===== src/hw/igr_types_pkg.sv =====
// ====================
// Frame word layout, header field positions
// and the classifier action encoding
// ====================

package igr_types_pkg;

  // ====================
  // Frame word
  // ====================

  // One lane word, 64 bits
  localparam int data_w = 64;

  // ====================
  // First word header fields
  // ====================

  // Destination address, upper 48 bits of the sop word
  localparam int dmac_hi = 63;
  localparam int dmac_lo = 16;
  localparam int dmac_w  = dmac_hi - dmac_lo + 1;

  // Ethertype, low 16 bits of the sop word
  localparam int etype_hi = 15;
  localparam int etype_lo = 0;
  localparam int etype_w  = etype_hi - etype_lo + 1;

  // ====================
  // Port and class widths
  // ====================

  // Port number, enough for up to 8 lanes
  localparam int port_w = 3;

  // Traffic class
  localparam int tc_w = 2;

  // ====================
  // Classifier action
  // ====================

  // Per frame decision, held from sop to eop
  typedef enum logic [1:0] {
    act_forward = 2'd0,
    act_flood   = 2'd1,
    act_drop    = 2'd2
  } igr_action_e;

endpackage


===== src/hw/igr_csr_pkg.sv =====
// ====================
// Register map, reset values and field widths
// ====================

package igr_csr_pkg;

  // Wishbone word address and data widths
  localparam int adr_w = 3;
  localparam int csr_w = 32;

  // ====================
  // Register addresses
  // ====================
  localparam logic [adr_w-1:0] reg_ctrl       = 3'd0;
  localparam logic [adr_w-1:0] reg_drop_etype = 3'd1;
  localparam logic [adr_w-1:0] reg_tc_map     = 3'd2;
  // Read only frame counters
  localparam logic [adr_w-1:0] reg_fwd_count  = 3'd3;
  localparam logic [adr_w-1:0] reg_drop_count = 3'd4;

  // ====================
  // Reset values
  // ====================
  localparam logic [csr_w-1:0] ctrl_rst       = 32'h0000_0000;
  localparam logic [csr_w-1:0] drop_etype_rst = 32'h0000_0000;
  localparam logic [csr_w-1:0] tc_map_rst     = 32'h0000_0000;

  // ====================
  // Field positions and widths
  // ====================
  // reg_ctrl enable bit
  localparam int ingress_en_bit = 0;
  // reg_drop_etype: ethertype in 15:0, rule enable in 16
  localparam int etype_fld_w    = 16;
  localparam int drop_en_bit    = 16;
  // reg_tc_map: bits per source port
  localparam int tc_map_fld_w   = 2;

endpackage


===== src/hw/igr_port_arb.sv =====
// ====================
// Round-robin arbiter over the receive lanes,
// locked to one lane from sop to eop
// ====================

module igr_port_arb import igr_types_pkg::*; #(
  parameter int NUM_PORTS = 5
) (
  input  logic                        ingress_clock,
  input  logic                        arst_n,
  // Receive lanes
  input  logic [NUM_PORTS-1:0]        rx_valid,
  output logic [NUM_PORTS-1:0]        rx_ready,
  input  logic [NUM_PORTS-1:0]        rx_sop,
  input  logic [NUM_PORTS-1:0]        rx_eop,
  input  logic [NUM_PORTS*data_w-1:0] rx_data,
  // Configuration
  input  logic                        ingress_en,
  // Stream to the parser
  output logic                        s1_valid,
  input  logic                        s1_ready,
  output logic [data_w-1:0]           s1_data,
  output logic                        s1_sop,
  output logic                        s1_eop,
  output logic [port_w-1:0]           s1_src_port
);

  // Grant state, grant_idx doubles as the last served lane
  logic              locked;
  logic [port_w-1:0] grant_idx;
  // Next candidate lane
  logic              pick_vld;
  logic [port_w-1:0] pick_idx;
  // Output register free or draining this cycle
  logic              load;
  // Word moves from the granted lane
  logic              take;

  // ====================
  // Round-robin pick
  // ====================
  // Search starts one past the last grant, nearest lane wins
  always_comb begin
    int idx;
    pick_vld = 1'b0;
    pick_idx = '0;
    for (int k = NUM_PORTS; k >= 1; k--) begin
      idx = (int'(grant_idx) + k) % NUM_PORTS;
      // Only a lane waiting with a frame start is a candidate
      if (rx_valid[idx] && rx_sop[idx]) begin
        pick_vld = 1'b1;
        pick_idx = port_w'(idx);
      end
    end
  end

  assign load = !s1_valid || s1_ready;
  assign take = locked && rx_valid[grant_idx] && load;

  // Ready only towards the granted lane
  always_comb begin
    for (int i = 0; i < NUM_PORTS; i++) begin
      rx_ready[i] = locked && load && (grant_idx == port_w'(i));
    end
  end

  // ====================
  // Grant lock
  // ====================
  always_ff @(posedge ingress_clock or negedge arst_n) begin
    if (!arst_n) begin
      locked    <= 1'b0;
      // Lane 0 is first after reset
      grant_idx <= port_w'(NUM_PORTS - 1);
    end else if (!locked) begin
      // New grants only while enabled
      if (ingress_en && pick_vld) begin
        locked    <= 1'b1;
        grant_idx <= pick_idx;
      end
    end else if (take && rx_eop[grant_idx]) begin
      // Release once eop has moved
      locked <= 1'b0;
    end
  end

  // ====================
  // Output register
  // ====================
  always_ff @(posedge ingress_clock or negedge arst_n) begin
    if (!arst_n) begin
      s1_valid <= 1'b0;
    end else if (load) begin
      s1_valid <= take;
    end
  end

  always_ff @(posedge ingress_clock) begin
    if (take) begin
      s1_data     <= rx_data[int'(grant_idx)*data_w +: data_w];
      s1_sop      <= rx_sop[grant_idx];
      s1_eop      <= rx_eop[grant_idx];
      s1_src_port <= grant_idx;
    end
  end

endmodule


===== src/hw/igr_parser.sv =====
// ====================
// Header parser stage, pulls address and ethertype
// from the sop word and holds them for the frame
// ====================

module igr_parser import igr_types_pkg::*; (
  input  logic               ingress_clock,
  input  logic               arst_n,
  // Stream from the arbiter
  input  logic               s1_valid,
  output logic               s1_ready,
  input  logic [data_w-1:0]  s1_data,
  input  logic               s1_sop,
  input  logic               s1_eop,
  input  logic [port_w-1:0]  s1_src_port,
  // Stream to the classifier
  output logic               s2_valid,
  input  logic               s2_ready,
  output logic [data_w-1:0]  s2_data,
  output logic               s2_sop,
  output logic               s2_eop,
  output logic [port_w-1:0]  s2_src_port,
  // Header fields, valid with every word of the frame
  output logic [dmac_w-1:0]  s2_dmac,
  output logic [etype_w-1:0] s2_etype
);

  // Output register free or draining
  logic load;
  // Word accepted from the arbiter
  logic take;

  assign load     = !s2_valid || s2_ready;
  assign take     = s1_valid && load;
  assign s1_ready = load;

  // ====================
  // Valid flag
  // ====================
  always_ff @(posedge ingress_clock or negedge arst_n) begin
    if (!arst_n) begin
      s2_valid <= 1'b0;
    end else if (load) begin
      s2_valid <= s1_valid;
    end
  end

  // ====================
  // Data path
  // ====================
  // Words pass through unchanged
  always_ff @(posedge ingress_clock) begin
    if (take) begin
      s2_data     <= s1_data;
      s2_sop      <= s1_sop;
      s2_eop      <= s1_eop;
      s2_src_port <= s1_src_port;
    end
  end

  // Field capture on sop only
  // Later words of the frame keep the captured values
  always_ff @(posedge ingress_clock) begin
    if (take && s1_sop) begin
      s2_dmac  <= s1_data[dmac_hi:dmac_lo];
      s2_etype <= s1_data[etype_hi:etype_lo];
    end
  end

endmodule


===== src/hw/igr_classifier.sv =====
// ====================
// Frame classifier, action, destination and class,
// removes dropped frames from the stream
// ====================

module igr_classifier import igr_types_pkg::*; #(
  parameter int NUM_PORTS = 5
) (
  input  logic                      ingress_clock,
  input  logic                      arst_n,
  // Stream from the parser
  input  logic                      s2_valid,
  output logic                      s2_ready,
  input  logic [data_w-1:0]         s2_data,
  input  logic                      s2_sop,
  input  logic                      s2_eop,
  input  logic [port_w-1:0]         s2_src_port,
  input  logic [dmac_w-1:0]         s2_dmac,
  input  logic [etype_w-1:0]        s2_etype,
  // Configuration
  input  logic [etype_w-1:0]        drop_etype,
  input  logic                      drop_en,
  input  logic [NUM_PORTS*tc_w-1:0] tc_map,
  // Egress stream
  output logic                      tx_valid,
  input  logic                      tx_ready,
  output logic [data_w-1:0]         tx_data,
  output logic                      tx_sop,
  output logic                      tx_eop,
  output logic [port_w-1:0]         tx_src_port,
  output logic [port_w-1:0]         tx_dst_port,
  output logic [tc_w-1:0]           tx_tc,
  output igr_action_e               tx_action,
  // Frame count events
  output logic                      fwd_pulse,
  output logic                      drop_pulse
);

  // Decision from the sop header
  igr_action_e       dec_action;
  logic [port_w-1:0] dec_dst;
  logic [tc_w-1:0]   dec_tc;
  // Decision held for the rest of the frame
  igr_action_e       hold_action;
  logic [port_w-1:0] hold_dst;
  logic [tc_w-1:0]   hold_tc;
  // Decision applied to the current word
  igr_action_e       cur_action;
  logic [port_w-1:0] cur_dst;
  logic [tc_w-1:0]   cur_tc;
  logic              load;
  logic              take;

  // ====================
  // Rules, in priority order
  // ====================
  always_comb begin
    dec_dst = '0;
    if (drop_en && (s2_etype == drop_etype)) begin
      dec_action = act_drop;
    end else if (&s2_dmac) begin
      // Broadcast goes out on port 0 flagged as flood
      dec_action = act_flood;
    end else if (int'(s2_dmac[port_w-1:0]) >= NUM_PORTS) begin
      dec_action = act_drop;
    end else begin
      dec_action = act_forward;
      dec_dst    = s2_dmac[port_w-1:0];
    end
    dec_tc = tc_map[int'(s2_src_port)*tc_w +: tc_w];
  end

  // Fresh decision at sop, held one after
  assign cur_action = s2_sop ? dec_action : hold_action;
  assign cur_dst    = s2_sop ? dec_dst    : hold_dst;
  assign cur_tc     = s2_sop ? dec_tc     : hold_tc;

  assign load     = !tx_valid || tx_ready;
  assign take     = s2_valid && load;
  assign s2_ready = load;

  always_ff @(posedge ingress_clock or negedge arst_n) begin
    if (!arst_n) begin
      hold_action <= act_forward;
    end else if (take && s2_sop) begin
      hold_action <= dec_action;
    end
  end

  always_ff @(posedge ingress_clock) begin
    if (take && s2_sop) begin
      hold_dst <= dec_dst;
      hold_tc  <= dec_tc;
    end
  end

  // ====================
  // Output register
  // ====================
  // Dropped words are consumed without a tx valid
  always_ff @(posedge ingress_clock or negedge arst_n) begin
    if (!arst_n) begin
      tx_valid <= 1'b0;
    end else if (load) begin
      tx_valid <= take && (cur_action != act_drop);
    end
  end

  always_ff @(posedge ingress_clock) begin
    if (take) begin
      tx_data     <= s2_data;
      tx_sop      <= s2_sop;
      tx_eop      <= s2_eop;
      tx_src_port <= s2_src_port;
      tx_dst_port <= cur_dst;
      tx_tc       <= cur_tc;
      tx_action   <= cur_action;
    end
  end

  // Count events on the eop word
  assign fwd_pulse  = tx_valid && tx_ready && tx_eop;
  assign drop_pulse = take && s2_eop && (cur_action == act_drop);

endmodule


===== src/hw/igr_csr.sv =====
// ====================
// Wishbone classic register slave,
// control registers and frame counters
// ====================

module igr_csr import igr_csr_pkg::*; #(
  parameter int NUM_PORTS = 5
) (
  input  logic                              ingress_clock,
  input  logic                              arst_n,
  // Wishbone classic slave
  input  logic                              wb_cyc,
  input  logic                              wb_stb,
  input  logic                              wb_we,
  input  logic [adr_w-1:0]                  wb_adr,
  input  logic [csr_w-1:0]                  wb_dat_w,
  output logic [csr_w-1:0]                  wb_dat_r,
  output logic                              wb_ack,
  // Count events from the classifier
  input  logic                              fwd_pulse,
  input  logic                              drop_pulse,
  // Configuration out
  output logic                              ingress_en,
  output logic [etype_fld_w-1:0]            drop_etype,
  output logic                              drop_en,
  output logic [NUM_PORTS*tc_map_fld_w-1:0] tc_map
);

  // Request seen, not yet acked
  logic             req;
  logic             wr;
  logic [csr_w-1:0] fwd_count;
  logic [csr_w-1:0] drop_count;
  logic [csr_w-1:0] rd_mux;

  assign req = wb_cyc && wb_stb && !wb_ack;
  assign wr  = req && wb_we;

  // ====================
  // Handshake and read data
  // ====================
  always_ff @(posedge ingress_clock or negedge arst_n) begin
    if (!arst_n) begin
      wb_ack <= 1'b0;
    end else begin
      wb_ack <= req;
    end
  end

  // Unused addresses read zero
  always_comb begin
    rd_mux = '0;
    case (wb_adr)
      reg_ctrl: rd_mux[ingress_en_bit] = ingress_en;
      reg_drop_etype: begin
        rd_mux[etype_fld_w-1:0] = drop_etype;
        rd_mux[drop_en_bit]     = drop_en;
      end
      reg_tc_map:     rd_mux[NUM_PORTS*tc_map_fld_w-1:0] = tc_map;
      reg_fwd_count:  rd_mux = fwd_count;
      reg_drop_count: rd_mux = drop_count;
      default:        rd_mux = '0;
    endcase
  end

  // Held for the ack cycle
  always_ff @(posedge ingress_clock) begin
    if (req) begin
      wb_dat_r <= rd_mux;
    end
  end

  // ====================
  // Writable registers
  // ====================
  // Writes to counters or unused addresses fall through
  always_ff @(posedge ingress_clock or negedge arst_n) begin
    if (!arst_n) begin
      ingress_en <= ctrl_rst[ingress_en_bit];
      drop_etype <= drop_etype_rst[etype_fld_w-1:0];
      drop_en    <= drop_etype_rst[drop_en_bit];
      tc_map     <= tc_map_rst[NUM_PORTS*tc_map_fld_w-1:0];
    end else if (wr) begin
      case (wb_adr)
        reg_ctrl: ingress_en <= wb_dat_w[ingress_en_bit];
        reg_drop_etype: begin
          drop_etype <= wb_dat_w[etype_fld_w-1:0];
          drop_en    <= wb_dat_w[drop_en_bit];
        end
        reg_tc_map: tc_map <= wb_dat_w[NUM_PORTS*tc_map_fld_w-1:0];
        default: ;
      endcase
    end
  end

  // Frame counters, wrap at 32 bits
  always_ff @(posedge ingress_clock or negedge arst_n) begin
    if (!arst_n) begin
      fwd_count  <= '0;
      drop_count <= '0;
    end else begin
      if (fwd_pulse) fwd_count <= fwd_count + 1'b1;
      if (drop_pulse) drop_count <= drop_count + 1'b1;
    end
  end

endmodule


===== src/hw/igr_top.sv =====
// ====================
// Ingress top, arbiter, parser, classifier
// and register block
// ====================

module igr_top import igr_types_pkg::*; import igr_csr_pkg::*; #(
  parameter int NUM_PORTS = 5
) (
  input  logic                        ingress_clock,
  input  logic                        arst_n,
  // Receive lanes
  input  logic [NUM_PORTS-1:0]        rx_valid,
  output logic [NUM_PORTS-1:0]        rx_ready,
  input  logic [NUM_PORTS-1:0]        rx_sop,
  input  logic [NUM_PORTS-1:0]        rx_eop,
  input  logic [NUM_PORTS*data_w-1:0] rx_data,
  // Egress stream
  output logic                        tx_valid,
  input  logic                        tx_ready,
  output logic [data_w-1:0]           tx_data,
  output logic                        tx_sop,
  output logic                        tx_eop,
  output logic [port_w-1:0]           tx_src_port,
  output logic [port_w-1:0]           tx_dst_port,
  output logic [tc_w-1:0]             tx_tc,
  output igr_action_e                 tx_action,
  // Register port
  input  logic                        wb_cyc,
  input  logic                        wb_stb,
  input  logic                        wb_we,
  input  logic [adr_w-1:0]            wb_adr,
  input  logic [csr_w-1:0]            wb_dat_w,
  output logic [csr_w-1:0]            wb_dat_r,
  output logic                        wb_ack
);

  // Configuration
  logic                        ingress_en;
  logic [etype_w-1:0]          drop_etype;
  logic                        drop_en;
  logic [NUM_PORTS*tc_w-1:0]   tc_map;
  // Arbiter to parser
  logic                        s1_valid, s1_ready, s1_sop, s1_eop;
  logic [data_w-1:0]           s1_data;
  logic [port_w-1:0]           s1_src_port;
  // Parser to classifier
  logic                        s2_valid, s2_ready, s2_sop, s2_eop;
  logic [data_w-1:0]           s2_data;
  logic [port_w-1:0]           s2_src_port;
  logic [dmac_w-1:0]           s2_dmac;
  logic [etype_w-1:0]          s2_etype;
  // Count events
  logic                        fwd_pulse, drop_pulse;

  igr_port_arb #(.NUM_PORTS(NUM_PORTS)) u_arb (.*);

  igr_parser u_parser (.*);

  igr_classifier #(.NUM_PORTS(NUM_PORTS)) u_cls (.*);

  igr_csr #(.NUM_PORTS(NUM_PORTS)) u_csr (.*);

endmodule


===== config.mk =====
export PLATFORM = sky130hd
export DESIGN_NAME = igr_top
export DESIGN_NICKNAME = d
export VERILOG_FILES = /design/src/hw/igr_types_pkg.sv /design/src/hw/igr_csr_pkg.sv /design/src/hw/igr_port_arb.sv /design/src/hw/igr_parser.sv /design/src/hw/igr_classifier.sv /design/src/hw/igr_csr.sv /design/src/hw/igr_top.sv
export SDC_FILE = /design/constraint.sdc
export NUM_CORES = 1
export LEC_CHECK = 0
export BUFFER_PORTS_ARGS = -buffer_cell sky130_fd_sc_hd__buf_2
export CORE_AREA = 3 3 189 191
export CTS_BUF_LIST = sky130_fd_sc_hd__clkbuf_8
export DETAILED_ROUTE_END_ITERATION = 16
export DIE_AREA = 0 0 192 194
export PLACE_DENSITY_LB_ADDON = 0.2
export REMOVE_ABC_BUFFERS = 1
export SLEW_MARGIN = 20
export SYNTH_ARGS = -nofsm -noshare
export SYNTH_HDL_FRONTEND = slang
export SYNTH_SLANG_ARGS = --single-unit

===== constraint.sdc =====
create_clock -name ingress_clock -period 14 [get_ports ingress_clock]
set_input_delay 2.1 -clock ingress_clock [delete_from_list [all_inputs] [get_ports ingress_clock]]
set_output_delay 2.1 -clock ingress_clock [all_outputs]
set_load 0.05 [all_outputs]

==> impl_metrics.tcl, run 1 <==
set metrics [dict create \
    cts.path.max_buffers 3 \
    cp_top_family "compound AO/OA/AOI/OAI gates" \
    synthArstFlopShare_pct 24.46 \
    final_nets 2147 \
    maxCapViolCount 0 \
    core_um2 34290 \
    cp.required_ps 14470 \
    insertion_delay_ps 570 \
    synth_edf_count 315 \
    period_needed_ps 5771 \
    cts_tree "done" \
    synth_top_cell_area_share_pct 49.77 \
    postSynthAreaPerCell_um2 15.23 \
    synthTopCellsByCount "315 x edfxtp_1, 101 x dfrtp_1, 82 x a22o_1" \
    vias 13030 \
    yosys_warnings 0 \
    die_height_um 194 \
    ant_nets 0 \
    grt_usage_pct 25.64 \
    rows 68 \
    tightestPinTransition_ps 1046 \
    clk_pin_slew_worst_paths_ps 60 \
    drt-total-wl_um 48450 \
    fin_skew_ps 31.07 \
    timing.final.ws_setup_ps 8229 \
    synth.ff_latch_count 417 \
    drtIter0Drc 838 \
    fin_crit_sh_pct 41.22 \
    slew_headroom_pct 30.29 \
    crit_buf_inv 3 \
    post_cts_buffers 0 \
    cts_buffers 69 \
    grt_pass1_vias 13220 \
    crit_path_end_kind "register" \
    htree_levels 3 \
    outcome "completed" \
    multi_input_area_um2 6673 \
    vias_per_cell 5.786 \
    final_cell_area_um2 23150 \
    power_density_nw_per_um2 203.4 \
    placedCellCount 2124 \
    peakVddDrop_v 0.0001684 \
    path_cells "inv_1 > ha_1 > inv_1 > ha_1 > or3_1 > nand2b_1 > xnor2_1 > inv_1 > ha_1 > nor2b_1 > o22ai_1 > nor2_1 > a2bb2oi_1 > o21ai_1 > o41ai_4 > mux2_1 > o31ai_1" \
    drtPass1Iterations 5 \
    postPlaceCellArea_um2 21800 \
    fp.dieW_um 192 \
    cts_resized 0 \
    ys.flop_type "edfxtp_1" \
    timing.fmax_mhz 173.3 \
    pin_count 491 \
    crit_fanout 25 \
    crit_slowest_cell "ha_1" \
    grt_remaining_overflow 0 \
    final-hold-violation-count 0 \
    setup_viol 0 \
    io_buffers 475 \
    synth_cells 1248 \
    wl_per_cell_um 21.52 \
    cts_hold_buffers 0 \
    synth_top_cell_by_area "edfxtp_1" \
    crit_path_start_kind "register" \
    syn_area_um2 19000 \
    hp-class "reg -> reg" \
    grt_max_degree 74 \
    gp_congestion 0.9282 \
    synth.most_common_cell "edfxtp_1" \
    slowest_delay_ps 750 \
    ys_types 78 \
    dieArea_um2 37250 \
    syn_to_final_growth_pct 21.82 \
    grt_pass1_wl_um 73340 \
    start_util_pct 55.43 \
    fin_tns_setup_ps 0 \
    reg2reg_slack_ps 8230 \
    dp.final_hpwl_um 35550 \
    final-max-slew-violation-count 0 \
    path_class "reg -> reg" \
    cts_sinks 417 \
    drive_gt1_share_pct 39.89 \
    seqCellArea_um2 12020 \
    fillerInstances 2406 \
    root_buffer "clkbuf_8" \
    ys_seq_area_share_pct 63.21 \
    drcViolationCount 0 \
    p_leak_nw 9.610 \
    instances_no_fill 2251 \
    arrival_ps 6240 \
    rsz0062_at_grt "no" \
    antenna_found_initial 4 \
    dp_slack_ps 8227 \
    netlist_top_cells_area "edfxtp_1 50%, dfrtp_1 13%, mux4_2 8.1%, a22o_1 3.8%, xnor2_1 3.3%" \
]
-- power breakdown --
part | total (mW) | switching (mW) | internal (mW)
clock network | 1.02 | 0.473 | 0.548
registers | 1.96 | 0.173 | 1.79
logic | 1.73 | 1.07 | 0.663
-- routing by layer --
| layer | routed length [um] | track usage (%) | vias up |
|---|---|---|---|
| met4 | 1294 | 8.311 | 4 |
| met1 | 19470 | 33.92 | 6428 |
| met5 | 23 | 0 | - |
| met2 | 23800 | 42.46 | 587 |
| li1 | - | - | 5923 |
| met3 | 3859 | 5.749 | 83 |
-- metrics by stage --
step                      utilization [%]  total power [mW]  hold slack (ps)
final                               67.52             4.709            400.2
after global routing                67.52             4.971            403.9
after CTS                           67.52             4.747            390.6
after detailed placement            63.59             3.719            404.5
after global placement              63.59             3.657            400.5
after floorplan                         -             3.242            400.3
-- placed cells by master, fill, tap and decap left out, types with 31 or more instances in the layout --
cell	instances
buf_2	474
edfxtp_1	315
dfrtp_1	99
a22o_1	82
clkbuf_8	73
xnor2_1	71
mux4_2	68
nand2_1	61
mux2_2	39
inv_1	38
nand3_1	37
nand4_1	31
ha_1	31
-- sequential cells by signal, indices dropped and copies added, names as in the netlist, 10 cells and up --
signal and count:
u_csr.drop_etype 16, u_csr.drop_count 32, u_csr.wb_dat_r 32, u_csr.tc_map 10, u_arb.s1_data 64, u_parser.s2_etype 16
u_parser.s2_dmac 48, u_cls.tx_data 64, u_csr.fwd_count 32, u_parser.s2_data 64
-- area by class of cell --
| type | count | area share [%] |
|---|---|---|
| diodes | 1 | 0.01081 |
| clock buffers | 73 | 4.340 |
| clock inverters | 53 | 1.470 |
| inverters | 23 | 0.3783 |
| multi-input cells | 744 | 28.82 |
| flip-flops and latches | 417 | 51.92 |
| well taps | 455 | 2.459 |
| repair buffers | 485 | 10.60 |
-- cells by family after synthesis --
kind of cell	after synthesis	share of synthesized area [%]
adders and majority gates	31	2.041
buffers and inverters	87	1.843
muxes	137	12.11
DFF	417	63.21
AOI/OAI and AO/OA	224	9.119
xor gates and xnor gates	83	3.825
and+or+nand+nor	269	7.848
-- path summary, 6_finish.rpt --
path / to / start / depth (start not counted)
min in group asynchronous: u_csr.drop_count[27] / arst_n / 1
min: u_cls.tx_data[9] / u_parser.s2_data[9] / 0
max in group asynchronous: u_csr.drop_etype[1] / arst_n / 2
max reg2reg: u_arb.grant_idx[1] / u_arb.grant_idx[1] / 17
min reg2reg: u_cls.tx_data[9] / u_parser.s2_data[9] / 0
max: u_arb.grant_idx[1] / u_arb.grant_idx[1] / 17
(Power assumes the default switching activity.)
==> inputs of run 2 (changes only) <==
--- a/config.mk
+++ b/config.mk
@@ -6,10 +6,10 @@
 export NUM_CORES = 1
 export LEC_CHECK = 0
 export BUFFER_PORTS_ARGS = -buffer_cell sky130_fd_sc_hd__buf_2
-export CORE_AREA = 3 3 189 191
+export CORE_MARGIN = 3
+export CORE_UTILIZATION = 50
 export CTS_BUF_LIST = sky130_fd_sc_hd__clkbuf_8
 export DETAILED_ROUTE_END_ITERATION = 16
-export DIE_AREA = 0 0 192 194
 export PLACE_DENSITY_LB_ADDON = 0.2
 export REMOVE_ABC_BUFFERS = 1
 export SLEW_MARGIN = 20
==> constraint.sdc (replaced) <==
create_clock -name ingress_clock -period 5.22 [get_ports ingress_clock]
set_input_delay 0.783 -clock ingress_clock [delete_from_list [all_inputs] [get_ports ingress_clock]]
set_output_delay 0.783 -clock ingress_clock [all_outputs]
set_load 0.05 [all_outputs]
==> run 2 against run 1 <==
Against the previous run: final area rose by 0.36%; maximum frequency rose by 20%; clock skew fell by 5.8 ps; power rose to 2.7 times the previous value; clock power rose to 2.6 times the previous value; routed wire length fell by 0.56%; final cell count rose by 2.5%; sequential power rose to 2.7 times the previous value; largest power group unchanged.
==> impl_metrics.tcl, run 2 (same netlist as run 1, synthesis figures left out) <==
set metrics [dict create \
    start_util_pct 51.30 \
    fp.dieW_um 201.0 \
    ff2ff_path_depth 17 \
    cts_hold_buffers 0 \
    grt_remaining_overflow 0 \
    gp_congestion 0.8689 \
    final_common_cell "buf_2" \
    cts.path.max_buffers 3 \
    cts_resized 0 \
    mostFrequentLayoutCells "474 x buf_2, 315 x edfxtp_1, 99 x dfrtp_1" \
    die_height_um 201.0 \
    cp.required_ps 5700 \
    reg2reg_slack_ps 410 \
    crit_fanout 18 \
    arrival_ps 5290 \
    intPower_mw 7.996 \
    num_antenna_cells 0 \
    pin_count 491 \
    power_density_nw_per_um2 541.1 \
    reg2reg_from "u_arb.grant_idx[0]" \
    dr_wl_met3_um 3047 \
    path_class "reg -> reg" \
    outcome "completed" \
    highest_layer "met4" \
    p_total_mw 12.57 \
    grt_usage_pct 23.42 \
    ant_nets 0 \
    antenna_found_initial 0 \
    crit_start "u_arb.grant_idx[0]" \
    final_nets 2157 \
    crit_path_start_kind "register" \
    timing.fmax_mhz 207.7 \
    tightestPinTransition_ps 1075 \
    pwr-share-comb_pct 38.0 \
    setup_viol 0 \
    slew_headroom_pct 28.34 \
    whs_ps 314.6 \
    worstSetupEndpoint "u_arb.grant_idx[0]" \
    grt_pass1_wl_um 73790 \
    dp.final_hpwl_um 35360 \
    post_cts_buffers 0 \
    wl_met1_um 19970 \
    drcViolationCount 0 \
    drtPass1Iterations 4 \
    cts_buffers 69 \
    fin_crit_sh_pct 92.21 \
    clk_pin_slew_worst_paths_ps 70 \
    final-max-slew-violation-count 0 \
    p_leak_nw 9.639 \
    core_um2 37050 \
    final-hold-violation-count 0 \
    maxCapViolCount 0 \
    peakVddDrop_v 0.0002787 \
    power_frac_seq_pct 41.3 \
    syn_to_final_growth_pct 22.26 \
    r2r_end "u_arb.grant_idx[0]" \
    drtIter0Drc 857 \
    drive_gt1_share_pct 40.32 \
    io_buffers 475 \
    rows 70 \
    switchingPower_mw 4.578 \
    htree_levels 3 \
    drt-total-wl_um 48180 \
    crit_path_end_kind "register" \
    cts_tree "done" \
    vias 12880 \
    grt_pass1_vias 13060 \
    switching_share_pct 36.41 \
    rsz0062_at_grt "no" \
    dieArea_um2 40380 \
    period_needed_ps 4814 \
    insertion_delay_ps 570 \
    cts_sinks 417 \
    hp-class "in -> async" \
    grt_max_degree 78 \
    route.met2.wl_um 23870 \
    pwr-share-clk_pct 20.7 \
    largestRegisters "u_arb.s1_data x64, u_cls.tx_data x64, u_parser.s2_data x64" \
    root_buffer "clkbuf_8" \
    wl_per_cell_um 20.88 \
    vias_per_cell 5.585 \
    fin_tns_setup_ps 0 \
    fin_skew_ps 25.24 \
]
-- run 2: cell count changes in the layout (fill, tap and decap cells not counted), moves of 2 or more --
cell,previous run,this run
clkbuf_8,73,78
buf_4,11,20
clkinv_2,11,13
bufinv_16,3,0
-- run 2: worst min path at each step --
stage,startpoint,endpoint,slack (ps),cells after the start
2_1_floorplan,u_parser.s2_data[0],u_cls.tx_data[0],400,0
3_3_place_gp,u_parser.s2_data[39],u_cls.tx_data[39],400,0
3_5_place_dp,u_parser.s2_data[30],u_cls.tx_data[30],400,0
4_1_cts,arst_n,u_csr.drop_etype[3],300,1
5_1_grt,arst_n,u_csr.tc_map[3],360,1
6_report,arst_n,u_csr.tc_map[3],310,1
-- run 2: area by class of cell --
| class | count | area [um^2] |
|---|---|---|
| clock inverter | 46 | 201.4 |
| tap | 504 | 630.6 |
| clock buffer | 78 | 1074 |
| fill | 2876 | 13810 |
| multi-input combinational | 744 | 6679 |
| sequential | 417 | 12020 |
| inverter | 23 | 87.58 |
| timing repair buffer | 495 | 2542 |
-- run 2: power by group through the flow --
stage | logic [mW] | clock network [mW] | registers (mW)
after CTS | 4.81 | 2.70 | 5.21
after global routing | 5.19 | 2.85 | 5.28
after floorplan | 2.83 | 0 | 5.86
after global placement | 4.70 | 0 | 5.23
after detailed placement | 4.79 | 0 | 5.27
final | 4.77 | 2.61 | 5.20
-- run 2: critical path: stages (launching register included) --
cell and delay (ps):
dfrtp_4 610, ha_1 280, ha_1 320, inv_1 90
ha_1 240, nor3_1 260, nor3_1 130, nor2_1 160
ha_1 280, inv_1 70, o221ai_1 290, nor4bb_1 400
a32oi_1 190, mux2i_1 440, o2111ai_1 200, a2111oi_0 480
a2111oi_0 140, o22ai_1 160
-- run 2: stage by stage --
stage               cells  util, %  setup WS (ps)  cell area (um^2)
global placement     2183    59.26          579.8             21950
detailed placement   2183    59.26          484.6             21950
global route         2307    62.72          18.86             23230
CTS                  2307    62.70          438.1             23230
finish               2307    62.72          406.4             23230
floorplan            1184        -          -3084             18740
-- run 2: metal layers --
metal	up-vias	global-route usage [%]
li1	5937	-
met1	6369	31.40
met2	508	39.30
met3	70	4.232
met4	0	7.202
met5	-	0
